## config.mk

```make
export PLATFORM = sky130hd
export DESIGN_NAME = vmul_lane_combine
export DESIGN_NICKNAME = d
export VERILOG_FILES = /design/src/vmul_pkg.sv /design/src/vmul_lane_combine.sv
export SDC_FILE = /design/constraint.sdc
export NUM_CORES = 2
export LEC_CHECK = 0
export BUFFER_PORTS_ARGS = -buffer_cell sky130_fd_sc_hd__buf_2
export CAP_MARGIN = 10
export CORE_ASPECT_RATIO = 1.75
export CORE_MARGIN = 3
export CORE_UTILIZATION = 30
export DETAILED_ROUTE_END_ITERATION = 10
export GPL_TIMING_DRIVEN = 0
export PLACE_DENSITY = 0.52
export SLEW_MARGIN = 20
export SYNTH_ARGS = -nofsm -noshare
export SYNTH_HDL_FRONTEND = slang
export SYNTH_SLANG_ARGS = --single-unit
```

## constraint.sdc

```tcl
create_clock -name vclk -period 15.1
set_input_delay 1.51 -clock vclk [all_inputs]
set_output_delay 1.51 -clock vclk [all_outputs]
set_load 0.01 [all_outputs]
```

## src/vmul_pkg.sv

```systemverilog
////////////////////
// shared widths, opcode encodings and the lane word for the vector multiply unit
// VLEN is fixed at 128, and element widths are limited to 8, 16 and 32 bits
// funct6 codes are only meaningful together with funct3 (VMULH and VSMUL share a code)
////////////////////

package vmul_pkg;

  ////////////////////
  // widths
  ////////////////////
  localparam int VLEN      = 128;     // vector register width in bits
  localparam int VLENB     = VLEN / 8;
  localparam int XLEN      = 32;      // scalar operand
  localparam int ROB_TAG_W = 4;
  localparam int NUM_MUL8  = 64;      // 4 columns x 4x4 byte products

  ////////////////////
  // funct3 (RVV encodings)
  ////////////////////
  localparam logic [2:0] OPIVV = 3'd0;
  localparam logic [2:0] OPMVV = 3'd2;
  localparam logic [2:0] OPIVX = 3'd4;
  localparam logic [2:0] OPMVX = 3'd6;

  // funct6 under OPM
  localparam logic [5:0] VMUL    = 6'b100101;
  localparam logic [5:0] VMULH   = 6'b100111;
  localparam logic [5:0] VMULHU  = 6'b100100;
  localparam logic [5:0] VMULHSU = 6'b100110;

  // funct6 under OPI
  localparam logic [5:0] VSMUL   = 6'b100111;

  ////////////////////
  // element width and fixed-point rounding
  ////////////////////
  localparam logic [1:0] EEW8  = 2'd0;
  localparam logic [1:0] EEW16 = 2'd1;
  localparam logic [1:0] EEW32 = 2'd2;

  localparam logic [1:0] RNU = 2'd0;  // round to nearest, ties up
  localparam logic [1:0] RNE = 2'd1;  // round to nearest, ties even
  localparam logic [1:0] RDN = 2'd2;  // truncate
  localparam logic [1:0] ROD = 2'd3;  // round to odd

  ////////////////////
  // one vector register, seen per element width
  ////////////////////
  typedef union packed {
    logic [VLENB-1:0][7:0]    b;    // sixteen bytes
    logic [VLENB/2-1:0][15:0] h;    // eight halfwords
    logic [VLENB/4-1:0][31:0] w;    // four words
  } lane_word_t;

endpackage

```

## src/vmul_lane_combine.sv

```systemverilog
////////////////////
// combines byte products into element products and picks the result
// vsmul shifts by width minus one, rounds per vxrm and saturates
// saturation mask bit lands on the top byte of the element
////////////////////

module vmul_lane_combine
  import vmul_pkg::*;
(
  input  logic [NUM_MUL8-1:0][15:0]  prod,
  input  logic [1:0]                 eew_q,
  input  logic [1:0]                 vxrm_q,
  input  logic                       src2_signed_q,
  input  logic                       src1_signed_q,
  input  logic                       keep_low_q,
  input  logic                       is_vsmul_q,
  output logic [VLEN-1:0]            out_data,
  output logic [VLENB-1:0]           out_vsat
);

  lane_word_t         res8;
  lane_word_t         res16;
  lane_word_t         res32;
  logic [VLENB-1:0]   sat8;
  logic [VLENB-1:0]   sat16;
  logic [VLENB-1:0]   sat32;

  // full product of one element of nb bytes, base = its low x low product
  // only the low 16*nb bits are meaningful
  function automatic logic [63:0] elem_full(input logic [NUM_MUL8-1:0][15:0] p,
                                            input int base, input int nb,
                                            input logic s2, input logic s1);
    logic [63:0] acc;
    logic [63:0] term;
    logic [15:0] pp;
    acc = '0;
    for (int y = 0; y < 4; y++) begin
      for (int x = 0; x < 4; x++) begin
        if (x < nb && y < nb) begin
          pp = p[base + y*4 + x];
          if ((x == nb - 1 && s2) || (y == nb - 1 && s1))
            term = {{48{pp[15]}}, pp};          // product holds a signed byte
          else
            term = {48'b0, pp};
          acc = acc + (term << (8 * (x + y)));
        end
      end
    end
    return acc;
  endfunction

  // returns {sat, data}, data valid in the low 8*nb bits
  function automatic logic [32:0] elem_result(input logic [63:0] full, input int nb,
                                              input logic keep_low, input logic vsmul,
                                              input logic [1:0] xrm);
    int          w;
    logic [63:0] low_mask;
    logic [63:0] max_pos;
    logic [63:0] data;
    logic        bit_d;
    logic        bit_r;
    logic        lower_any;
    logic        incr;
    logic        sat;
    w         = 8 * nb;
    low_mask  = (64'd1 << (w - 2)) - 64'd1;
    max_pos   = (64'd1 << (w - 1)) - 64'd1;
    bit_d     = full[w-1];            // lsb kept after the shift
    bit_r     = full[w-2];            // first dropped bit
    lower_any = |(full & low_mask);
    incr      = 1'b0;
    case (xrm)
      RNU: incr = bit_r;
      RNE: incr = bit_r & (lower_any | bit_d);
      RDN: incr = 1'b0;
      ROD: incr = ~bit_d & (bit_r | lower_any);
    endcase
    // only min x min reaches 01 in the top two bits
    sat = vsmul && (((full >> (2*w - 2)) & 64'd3) == 64'd1);
    if (!vsmul)
      data = keep_low ? full : (full >> w);
    else if (sat)
      data = max_pos;
    else
      data = (full >> (w - 1)) + {63'b0, incr};
    return {sat, data[31:0]};
  endfunction

  ////////////////////
  // per width results
  ////////////////////
  always_comb begin
    logic [32:0] r;
    sat16 = '0;
    sat32 = '0;
    for (int e = 0; e < VLENB; e++) begin        // diagonal products
      r = elem_result(elem_full(prod, (e / 4)*16 + (e % 4)*5, 1, src2_signed_q,
                                src1_signed_q), 1, keep_low_q, is_vsmul_q, vxrm_q);
      res8.b[e] = r[7:0];
      sat8[e]   = r[32];
    end
    for (int e = 0; e < VLENB / 2; e++) begin    // 4-term sums
      r = elem_result(elem_full(prod, (e / 2)*16 + (e % 2)*10, 2, src2_signed_q,
                                src1_signed_q), 2, keep_low_q, is_vsmul_q, vxrm_q);
      res16.h[e]     = r[15:0];
      sat16[2*e + 1] = r[32];
    end
    for (int e = 0; e < VLENB / 4; e++) begin    // 16-term sums
      r = elem_result(elem_full(prod, e*16, 4, src2_signed_q, src1_signed_q),
                      4, keep_low_q, is_vsmul_q, vxrm_q);
      res32.w[e]     = r[31:0];
      sat32[4*e + 3] = r[32];
    end
  end

  // width select
  always_comb begin
    case (eew_q)
      EEW8: begin
        out_data = res8;
        out_vsat = sat8;
      end
      EEW16: begin
        out_data = res16;
        out_vsat = sat16;
      end
      EEW32: begin
        out_data = res32;
        out_vsat = sat32;
      end
      default: begin                  // eew 3 acts as 8-bit
        out_data = res8;
        out_vsat = sat8;
      end
    endcase
  end

endmodule

```

==> flow_metrics.py <==
metrics = {
    "route": {
        "routedWlPerCell_um": 34.2,
        "via_per_inst": 5.87,
        "postRouteAntennaNets": 0,
        "vias": 72700,
        "first_iter_violations": 7063,
        "dr.pass1.iters": 7,
        "wirelength_mm": 424,
        "post-route-drc-count": 0,
    },
    "synth": {
        "synth_compound_area_share_pct": 21.0,
        "yosysWarnings": 0,
        "synth_mux_area_share_pct": 2.56,
        "ys_types": 106,
        "ys_seq_area_share_pct": 0,
        "synth_simple_gate_area_share_pct": 16.1,
        "synth_top_family_by_area": "adder cells",
        "synth-xor-area-share_pct": 9.40,
        "syn-instance-count": 8244,
        "syn_area_um2": 65700,
        "syn_avg_cell_area_um2": 7.96,
        "synthAdderAreaFrac_pct": 42.7,
        "syn_nets": 10900,
    },
    "cells_and_area": {
        "design.seq.count": 0,
        "drive_above_1_share_pct": 16.1,
        "regArea_um2": 0,
        "nNetsFinal": 12100,
        "post-route-cell-area_um2": 76400,
        "area_growth_pct": 16.3,
        "nClkBuffers": 0,
    },
    "critical_path": {
        "path_class": "input pin to primary output",
        "setup.worst_path.end_class": "primary output",
        "required_ns": 13.59,
        "critical-path-max-stage-delay_ns": 0.96,
        "arrival_ns": 12.32,
        "crit_path_frequent_cell": "ha_1",
        "worst-path-max-fanout": 7,
        "startpoint_type": "input pin",
        "cp_slowest_cell": "xnor2_1",
        "critPathLaunch": "prod[776]",
    },
    "clock_network": {
        "hold_buffers": 0,
        "postCtsSetupBuffers": 0,
        "ctsResizeCount": 0,
    },
    "floorplan": {
        "rows": 226,
        "die_w_um": 360,
        "core_area_um2": 217000,
        "die_area_um2": 225000,
        "die_y_um": 625,
        "io_pins": 1176,
        "initial_core_util_pct": 30.2,
    },
    "global_routing": {
        "grt_pass1_wl_mm": 571,
        "grt_max_degree": 17,
        "grt_pass1_vias": 73700,
        "grt_overflow_total": 0,
        "antenna_found_initial": 130,
        "grt_usage_pct": 36.2,
    },
    "sta": {
        "slew_violations": 0,
        "grt_setup_unrepaired": "false",
        "setup_viol": 0,
        "min_period_ns": 13.83,
        "slew-limit-headroom_pct": 9.85,
        "fin_crit_sh_pct": 91.6,
        "finalHoldViolations": 0,
        "tns_ns": 0,
        "fmax_mhz": 72.3,
        "worst_pin_slew_ns": 1.35,
    },
    "outcome": {
        "status": "finished clean",
    },
    "flow_run": {
        "maxCapViolations": 0,
    },
    "worst_hold_path": {
        "hp-start": "prod[686]",
        "hold_path_class": "input pin to primary output",
    },
    "placed_design": {
        "gp_congestion": 1.02,
        "dpl.hpwl_mm": 364,
        "port_buffers": 1176,
        "dpl_cell_area_um2": 76200,
    },
}
==> layout by cell type (no fill, tap or decap), types with 49 or more instances in the layout <==
| master | count |
|---|---|
| o221ai_1 | 116 |
| nor2_1 | 528 |
| buf_2 | 1228 |
| o21ai_0 | 449 |
| a21oi_1 | 617 |
| nor4_1 | 56 |
| mux2i_1 | 122 |
| nand3_1 | 250 |
| fa_1 | 988 |
| and2_1 | 63 |
| and3_1 | 101 |
| clkbuf_2 | 109 |
| xor2_1 | 246 |
| o211ai_1 | 117 |
| nand4_1 | 88 |
| diode_2 | 67 |
| nor3_1 | 135 |
| nor2b_1 | 49 |
| inv_1 | 1156 |
| o21a_1 | 60 |
| ha_1 | 659 |
| a31oi_1 | 104 |
| nand2_1 | 613 |
| a21o_1 | 158 |
| o21bai_1 | 55 |
| xnor2_1 | 455 |
| clkbuf_1 | 109 |
| nand2b_1 | 98 |
| a211oi_1 | 88 |
==> critical path, delay by kind of cell <==
family | cells | cell delay (ns)
buffers and inverters | 6 | 0.78
adders and majority gates | 9 | 3.20
and+or+nand+nor | 16 | 3.42
xor gates and xnor gates | 3 | 1.25
AOI/OAI and AO/OA | 10 | 2.12
==> layer usage <==
layer	vias to the layer above	track usage, %	wire [um]	part of all wire (%)
li1	31000	-	-	-
met1	36100	40.5	152000	36
met2	4227	60.9	198000	47
met3	1271	8.23	36200	8.5
met4	62	25.3	36900	8.7
met5	-	0	425	0.10
==> cell usage after synthesis (all sizes together) (116+ instances only) <==
cell type	number	area (um2)
a21o	158	1190
o221ai	116	1020
ha	659	8250
inv	1157	4340
fa	988	19800
nand3	250	1250
clkbuf	219	822
a21oi	620	3110
xor2	247	2170
xnor2	456	4000
o211ai	117	878
nand2	613	2300
nor3	140	726
mux2i	122	1220
nor2	528	1980
o21ai	469	2350
==> final timing paths <==
check,end,slack (ns),depth (start not counted)
setup / recovery,out_data[126],1.27,44
hold / removal,out_vsat[10],3.59,4
==> metrics by stage <==
| step | setup slack (ns) | hold slack, ns | util [%] | std cells |
|---|---|---|---|---|
| 6_report | 1.27 | 3.59 | 35.2 | 12400 |
| 4_1_cts | 1.54 | 3.58 | 35.1 | 12300 |
| 2_1_floorplan | 4.56 | 3.15 | - | 8244 |
| 5_1_grt | 0.741 | 3.62 | 35.1 | 12300 |
| 3_3_place_gp | -0.233 | 3.58 | 34.6 | 12300 |
| 3_5_place_dp | 1.62 | 3.57 | 35.1 | 12300 |
==> logic make-up (layout without fill, tap and decap cells) <==
group	after synthesis	in the layout
mux	163	163
simple gates	2170	2170
other cells	0	67
buf+inv	1432	2646
xor+xnor	703	703
compound gates	2129	2129
fa+ha+maj	1647	1647
==> area by class of cell <==
type | instances | area [um2]
inverter | 1158 | 4350
timing repair buffer | 1214 | 6740
antenna | 67 | 168
multi-input combinational | 6812 | 60300
fill | 23500 | 141000
tap | 2850 | 3570
buffer | 274 | 1250
