==> config.mk <==
export PLATFORM = sky130hd
export DESIGN_NAME = vmul_operand_decode
export DESIGN_NICKNAME = d
export VERILOG_FILES = /design/src/vmul_pkg.sv /design/src/vmul_operand_decode.sv
export SDC_FILE = /design/constraint.sdc
export NUM_CORES = 1
export LEC_CHECK = 0
export BUFFER_PORTS_ARGS = -buffer_cell sky130_fd_sc_hd__buf_2
export CAP_MARGIN = 20
export CORE_AREA = 8 8 225 227
export DETAILED_ROUTE_END_ITERATION = 10
export DIE_AREA = 0 0 233 235
export REMOVE_ABC_BUFFERS = 1
export SLEW_MARGIN = 20
export SYNTH_ARGS = -nofsm -noshare
export SYNTH_HDL_FRONTEND = slang
export SYNTH_SLANG_ARGS = --single-unit
==> constraint.sdc <==
create_clock -name vclk -period 1.49
set_input_delay 0.0745 -clock vclk [all_inputs]
set_output_delay 0.0745 -clock vclk [all_outputs]
set_load 0.005 [all_outputs]
==> src/vmul_pkg.sv <==
////////////////////
// shared widths, opcode encodings and the lane word for the vector multiply unit
// VLEN is fixed at 128, and element widths are limited to 8, 16 and 32 bits
// funct6 codes are only meaningful together with funct3 (VMULH and VSMUL share a code)
////////////////////

package vmul_pkg;

  ////////////////////
  // widths
  ////////////////////
  localparam int VLEN      = 128;     // vector register width in bits
  localparam int VLENB     = VLEN / 8;
  localparam int XLEN      = 32;      // scalar operand
  localparam int ROB_TAG_W = 4;
  localparam int NUM_MUL8  = 64;      // 4 columns x 4x4 byte products

  ////////////////////
  // funct3 (RVV encodings)
  ////////////////////
  localparam logic [2:0] OPIVV = 3'd0;
  localparam logic [2:0] OPMVV = 3'd2;
  localparam logic [2:0] OPIVX = 3'd4;
  localparam logic [2:0] OPMVX = 3'd6;

  // funct6 under OPM
  localparam logic [5:0] VMUL    = 6'b100101;
  localparam logic [5:0] VMULH   = 6'b100111;
  localparam logic [5:0] VMULHU  = 6'b100100;
  localparam logic [5:0] VMULHSU = 6'b100110;

  // funct6 under OPI
  localparam logic [5:0] VSMUL   = 6'b100111;

  ////////////////////
  // element width and fixed-point rounding
  ////////////////////
  localparam logic [1:0] EEW8  = 2'd0;
  localparam logic [1:0] EEW16 = 2'd1;
  localparam logic [1:0] EEW32 = 2'd2;

  localparam logic [1:0] RNU = 2'd0;  // round to nearest, ties up
  localparam logic [1:0] RNE = 2'd1;  // round to nearest, ties even
  localparam logic [1:0] RDN = 2'd2;  // truncate
  localparam logic [1:0] ROD = 2'd3;  // round to odd

  ////////////////////
  // one vector register, seen per element width
  ////////////////////
  typedef union packed {
    logic [VLENB-1:0][7:0]    b;    // sixteen bytes
    logic [VLENB/2-1:0][15:0] h;    // eight halfwords
    logic [VLENB/4-1:0][31:0] w;    // four words
  } lane_word_t;

endpackage

==> src/vmul_operand_decode.sv <==
////////////////////
// combinational micro-op decode for the vector multiply unit
// unknown OPM funct6 runs as vmul, unknown OPI funct6 as vsmul
// any other funct3 or an idle cycle yields zero operands
////////////////////

module vmul_operand_decode
  import vmul_pkg::*;
(
  input  logic              in_valid,
  input  logic [5:0]        funct6,
  input  logic [2:0]        funct3,
  input  logic [1:0]        eew,
  input  logic [VLEN-1:0]   vs1_data,
  input  logic              vs1_valid,
  input  logic [VLEN-1:0]   vs2_data,
  input  logic              vs2_valid,
  input  logic [XLEN-1:0]   rs1_data,
  input  logic              rs1_valid,
  output logic [VLEN-1:0]   src2,
  output logic [VLEN-1:0]   src1,
  output logic [VLENB-1:0]  src2_byte_signed,
  output logic [VLENB-1:0]  src1_byte_signed,
  output logic              src2_signed,
  output logic              src1_signed,
  output logic              keep_low,
  output logic              is_vsmul
);

  lane_word_t scalar_rep;             // rs1 copied into every element

  // replicate the low eew bits of rs1
  always_comb begin
    case (eew)
      EEW16: begin
        for (int i = 0; i < VLENB / 2; i++) scalar_rep.h[i] = rs1_data[15:0];
      end
      EEW32: begin
        for (int i = 0; i < VLENB / 4; i++) scalar_rep.w[i] = rs1_data;
      end
      default: begin                  // eew 3 falls back to bytes
        for (int i = 0; i < VLENB; i++) scalar_rep.b[i] = rs1_data[7:0];
      end
    endcase
  end

  ////////////////////
  // operation class
  ////////////////////
  always_comb begin
    src2        = '0;
    src1        = '0;
    src2_signed = 1'b0;
    src1_signed = 1'b0;
    keep_low    = 1'b0;
    is_vsmul    = 1'b0;
    if (in_valid && (funct3 == OPMVV || funct3 == OPMVX)) begin
      src2 = vs2_valid ? vs2_data : '0;
      if (funct3 == OPMVX) src1 = rs1_valid ? scalar_rep : '0;
      else                 src1 = vs1_valid ? vs1_data : '0;
      case (funct6)
        VMULH: begin
          src2_signed = 1'b1;
          src1_signed = 1'b1;
        end
        VMULHU: begin                 // both unsigned, high half
        end
        VMULHSU: src2_signed = 1'b1;
        default: begin                // VMUL and unknown codes
          src2_signed = 1'b1;
          src1_signed = 1'b1;
          keep_low    = 1'b1;
        end
      endcase
    end else if (in_valid && (funct3 == OPIVV || funct3 == OPIVX)) begin
      src2        = vs2_valid ? vs2_data : '0;
      src1        = (funct3 == OPIVX) ? (rs1_valid ? scalar_rep : '0)
                                      : (vs1_valid ? vs1_data : '0);
      src2_signed = 1'b1;
      src1_signed = 1'b1;
      is_vsmul    = 1'b1;             // every OPI funct6 runs as vsmul
    end
  end

  // sign flag sits on the top byte of each element only
  always_comb begin
    case (eew)
      EEW16: begin
        src2_byte_signed = {(VLENB / 2){src2_signed, 1'b0}};
        src1_byte_signed = {(VLENB / 2){src1_signed, 1'b0}};
      end
      EEW32: begin
        src2_byte_signed = {(VLENB / 4){src2_signed, 3'b0}};
        src1_byte_signed = {(VLENB / 4){src1_signed, 3'b0}};
      end
      default: begin
        src2_byte_signed = {VLENB{src2_signed}};
        src1_byte_signed = {VLENB{src1_signed}};
      end
    endcase
  end

endmodule

==> reports/qor.txt, run 1 <==
Outcome: finished with violations
Failing checks: negative setup slack
DR vias: 8,437
Global route overflow: 0
First-pass GRT wire length: 63,500 um
Tot GR Track Use: 0.159
Sequential cell count: 0
Register area share after synthesis: 0
Hpwl dp: 40,500 um
Vias in the first global route: 7,951
Hold bufs inserted after CTS: 0
Synth Area in Simple Gates: 0.375
Rel. slew slack: 0.697
Max Fclk: 0.564 GHz
I/O Pins: 595
Min Tclk post-route: 1770 ps
Switching share of power: 0.526
Worst Path Required: 1420 ps
Die area: 54,800 sq um
Leak Pwr: 5.41 nW
Mapped Cells: 697
Placement Cell Area: 8030 sq um
Post-synthesis mux area share: 0
Layout cells sized above 1: 0.712
Routing usage on met1: 0.199
Area grow syn2layout: 155%
Global route hottest layer: met2
Final wirelength: 49,100 um
Final cell area excluding filler cells: 10,200 sq um
Initial DRC Count: 508
Compound-Gate Fraction of Synth Area: 0.475
DP Worst Slack: -733 ps
Initial antenna violation count: 23
Synth Area in Adders: 0.00625
Wire per inst: 25.6 um
Antenna viol nets, final: 0
GR Util met3: 0.0651
RSZ-0062 raised after global routing: yes
Yosys warnings: 0
Core footprint: 47,100 sq um
Cell-internal power: 1.35 mW
Pwr Density: 279 nW/um^2
Sequential share of power: 0
Largest net degree at the start of global routing: 94
DRC Markers: 0
Clock power frac: 0
IO Port Bufs: 595
DR pass1 iterations: 5
Worst-case vdd ir drop: 0.151 mV
Gpl congestion: 0.928
Worst Hold Class: in -> out
Startpoint Class: input port
Sw power: 1.50 mW
Crit path capture type: output port
Met2 Use GR: 0.263
# setup viols final: 119
Syn_area_per_cell: 5.74 sq um
Slew @ Worst Pin: 455 ps
Max Slew Vio Count: 0
PnR Total Power: 2.85 mW
Post-Synth XOR/XNOR Area: 0
Final count of hold timing violations: 0
Cell area after synthesis: 4000 sq um
Row count: 80
Die X: 233 um
Max-Cap Viols: 0
Tcrit/Tclk final: 1.19
Setup CP Type: in -> out
Yosys cell types: 35
Worst EP arrival: 1700 ps
Comb power frac: 1.000
Reg area: 0 sq um
Starting Density: 0.0849
Post-layout nets: 1,601
Main combinational cell family by area after synthesis: compound AO/OA/AOI/OAI gates
Die Height: 235 um
Worst setup margin: -283 ps
Max Fanout on Critical Path: 8
Vias/cell: 4.41
Placed insts: 1,870
Fin cells: 1,915
# clk buffers: 0
worst max-delay path, stage by stage:
cell	delay, ps
buf_8	110
inv_4	50
ha_4	200
buf_12	150
or2_4	260
buf_12	150
a22oi_2	130
buf_6	140
o21ai_4	60
a31o_2	260
buf_6	110
per-stage QoR:
stage	TNS [ps]	utilization	hold slack, ps
2_1_floorplan	-456080	-	232
3_3_place_gp	-47830	0.170	453
3_5_place_dp	-47040	0.170	455
4_1_cts	-19760	0.193	456
5_1_grt	-24750	0.216	462
6_report	-18310	0.216	452
power groups by stage:
stage                 Clock (mW)  Combinational, mW  Sequential [mW]
global placement               0               2.11                0
floorplan                      0              0.675                0
CTS                            0               2.49                0
finish               0.000000547               2.85                0
global route        0.0000000897               3.05                0
detailed placement             0               2.11                0
cells in the mapped netlist, drive strengths merged (9+ instances only):
library cell,count,share of area
a21oi,73,0.091
nand2,83,0.078
and3,131,0.20
o22ai,60,0.094
nor2b,12,0.019
nor2,11,0.010
a31oi,60,0.094
clkbuf,68,0.064
a22oi,9,0.017
buf,46,0.075
and2,12,0.019
o21ai,56,0.070
a31o,32,0.070
metal layers:
| metal | routed length (um) | up-vias |
|---|---|---|
| li1 | - | 3853 |
| met1 | 20000 | 4034 |
| met2 | 22800 | 472 |
| met3 | 5550 | 70 |
| met4 | 758 | 8 |
| met5 | 48 | - |
cells by family (layout without fill, tap and decap cells):
kind of cell	count (synthesis)	after routing
AO/OA/AOI/OAI	307	307
other	0	6
buffers and inverters	118	715
adder cells (fa/ha/maj)	2	2
AND/OR/NAND/NOR	270	270
cells in the final DEF, fill, tap and decap left out, types with 7 or more instances in the layout:
cell     synthesis  routed
buf_2           16     574
and3_1         131     129
nand2_1         83      67
a21oi_1         73      65
buf_4           29      59
buf_6            0      35
a31oi_1         60      33
o22ai_2          0      31
a31o_2          32      31
o22ai_1         60      29
a31oi_4          0      27
o21ai_2          0      26
buf_12           0      23
o21ai_1         14      18
nand2_2          0      13
and2_4           0       9
nor2_1          11       9
a22oi_2          0       8
o21ai_4          0       8
buf_8            0       8
nor2b_4          0       7
nor4_4           2       7
buf_16           0       7
cell type report:
cell class,instances,area (sq um)
inverter,4,21.3
timing repair buffer,711,4620
antenna,6,15.0
multi-input combinational,579,4770
tap,615,769
fill,5329,37000
path summary, 6_finish.rpt:
kind	from	end	cells past startpoint
worst max-delay path	eew[0]	src1[114]	11
worst min-delay path	vs2_data[71]	src2[71]	3
what timing repair did:
| action | in CTS | in global routing |
|---|---|---|
| gates resized for setup | 186 | 162 |
| pin swaps | 106 | 96 |
| cloned | 7 | 3 |
| endpoints found under the setup margin | 134 | 175 |
| buffers inserted | 21 | 21 |
Power figures use the tool's default switching activity.
==> inputs of run 2 (changes only) <==
Settings changed: TNS_END_PERCENT set to 30.
==> run 2 against run 1 <==
Against the previous run: the run still ends with negative setup slack left; non-clock buffer count fell by 25; worst hold slack improved by 0.52 ps; fmax fell by 1.8%; total power fell by 12%; global-route usage fell by 0.35 points; final area fell by 10%; worst setup slack got worse by 32 ps; sequential share of layout area did not move; combinational power fell by 12%; die area did not move; via count fell by 2.7%; wire length fell by 4.4%; largest power group unchanged.
==> reports/qor.txt, run 2 (same netlist as run 1, synthesis figures left out) <==
Final cell area excluding filler cells: 9140 sq um (-10%)
Wire per inst: 24.8 um (-3.1%)
Worst setup margin: -315 ps (-32.0 ps)
Pwr Density: 273 nW/um^2 (-2.2%)
Layout fillers: 5,469 (+2.6%)
Comb power frac: 1.000 (about the same)
Layout cells sized above 1: 0.663 (-0.0490)
Row count: 80 (unchanged)
Sequential cell count: 0 (unchanged)
Worst Hold Class: in -> out
Clock power frac: 0 (unchanged)
# clk buffers: 0 (unchanged)
Most frequent cells in the layout: buf_2 (573), and3_1 (116), nand2_1 (72)
CP max-delay cell: ha_4
Min Tclk post-route: 1800 ps (+32.0 ps)
DR vias: 8,205 (-2.7%)
DR pass1 iterations: 7 (+2)
Final wirelength: 46,900 um (-4.4%)
Critical path, cell by cell: buf_8 -> inv_4 -> ha_4 -> buf_12 -> or2_4 -> buf_12 -> a22oi_2 -> buf_6 -> o21ai_4 -> a31o_2 -> buf_6
Die Height: 235 um (unchanged)
Rel. slew slack: 0.710 (+0.0127)
Die X: 233 um (unchanged)
Hpwl dp: 40,500 um (unchanged)
Die area: 54,800 sq um (unchanged)
Sw power: 1.32 mW (-12%)
Max Slew Vio Count: 0 (unchanged)
Gpl congestion: 0.928 (unchanged)
Global route overflow: 0 (unchanged)
Tcrit/Tclk final: 1.21 (+0.0215)
Worst-case vdd ir drop: 0.107 mV (-29%)
Tot GR Track Use: 0.155 (-0.00349)
I/O Pins: 595 (unchanged)
Final count of hold timing violations: 0 (unchanged)
First-pass GRT wire length: 62,100 um (-2.2%)
Crit path capture type: output port
Vias/cell: 4.34 (-1.4%)
RSZ-0062 raised after global routing: yes
Worst EP arrival: 1730 ps (+30 ps)
PnR Total Power: 2.50 mW (-12%)
IO Port Bufs: 595 (unchanged)
Max Fanout on Critical Path: 7 (-1)
Outcome: finished with violations
Starting Density: 0.0849 (unchanged)
Startpoint Class: input port
Post-layout nets: 1,576 (-1.6%)
Commonest non-fill, non-tap cell in the layout: buf_2
Leak Pwr: 5.02 nW (-7.2%)
Core footprint: 47,100 sq um (unchanged)
Worst path bufs/invs: 6 (unchanged)
Worst Path Required: 1420 ps (about the same)
Setup CP Type: in -> out
Top delay family on crit path: buffers and inverters
Slowest Stage Delay on Critical Path: 260 ps (about the same)
Area of the multi-input gates: 4170 sq um (-12%)
Slew @ Worst Pin: 432 ps (-22.7 ps)
Failing checks: negative setup slack
Placement Cell Area: 8030 sq um (unchanged)
Largest net degree at the start of global routing: 94 (unchanged)
Area grow syn2layout: 128%
Sequential share of power: 0 (unchanged)
Initial DRC Count: 475 (-6.5%)
Cell-internal power: 1.17 mW (-13%)
Switching share of power: 0.530 (+0.00427)
Vias in the first global route: 7,755 (-2.5%)
Max Fclk: 0.554 GHz (-1.8%)
Reg area: 0 sq um (unchanged)
Antenna viol nets, final: 0 (unchanged)
Initial antenna violation count: 22 (-4.3%)
# setup viols final: 126 (+5.9%)
Max-Cap Viols: 0 (unchanged)
DRC Markers: 0 (unchanged)
==> run 2: cell count changes in the layout (fill, tap and decap cells not counted), moves of 6 or more <==
| cell | before | now |
|---|---|---|
| and3_4 | 2 | 15 |
| o22ai_1 | 29 | 45 |
| o22ai_2 | 31 | 15 |
| buf_16 | 7 | 1 |
| o21ai_0 | 4 | 14 |
| o21ai_2 | 26 | 20 |
| a31oi_4 | 27 | 2 |
| buf_6 | 35 | 22 |
| a31oi_1 | 33 | 58 |
| and3_1 | 129 | 116 |
==> run 2: worst paths after layout <==
check,cells past startpoint,end,from,slack (ps)
max,11,src1[114],eew[0],-310
min,3,src2[71],vs2_data[71],450
==> run 2: metrics by stage <==
stage,cells,TNS (ps),hold slack [ps],utilization,setup slack (ps)
2_1_floorplan,583,-456080,232,-,-2630
3_3_place_gp,1870,-47830,453,0.170,-709
3_5_place_dp,1870,-47040,455,0.170,-733
4_1_cts,1877,-22180,456,0.183,-339
5_1_grt,1884,-31930,462,0.194,-420
6_report,1889,-24320,452,0.194,-315
==> run 2: timing repair <==
item | 4_1_cts | 5_1_grt
gates cloned | 1 | 0
hold buffers | 0 | 0
gates resized for setup | 128 | 98
buffers inserted | 6 | 8
pin swaps | 78 | 59
endpoints found under the setup margin | 134 | 175
==> run 2: cell type report <==
cell class | instances | area share
tap | 615 | 0.0842
inverter | 4 | 0.00233
multi-input combinational | 579 | 0.457
timing repair buffer | 686 | 0.455
antenna | 5 | 0.00137
==> run 2: tightest hold or removal path: stages <==
cell    delay (ps)
buf_2           70
and3_1         130
buf_2          110
==> run 2: power groups by stage <==
stage | sequential (mW) | combinational (mW) | clock, mW
2_1_floorplan | 0 | 0.675 | 0
3_3_place_gp | 0 | 2.11 | 0
3_5_place_dp | 0 | 2.11 | 0
4_1_cts | 0 | 2.36 | 0
5_1_grt | 0 | 2.71 | 0
6_report | 0 | 2.50 | 0.000000455
==> run 2: routing by layer <==
layer	wire length (um)	vias up	GRT usage
met5	48	-	0
met4	460	8	0.00796
met3	5600	52	0.0659
met2	21600	457	0.256
met1	19200	3889	0.195
li1	-	3799	-
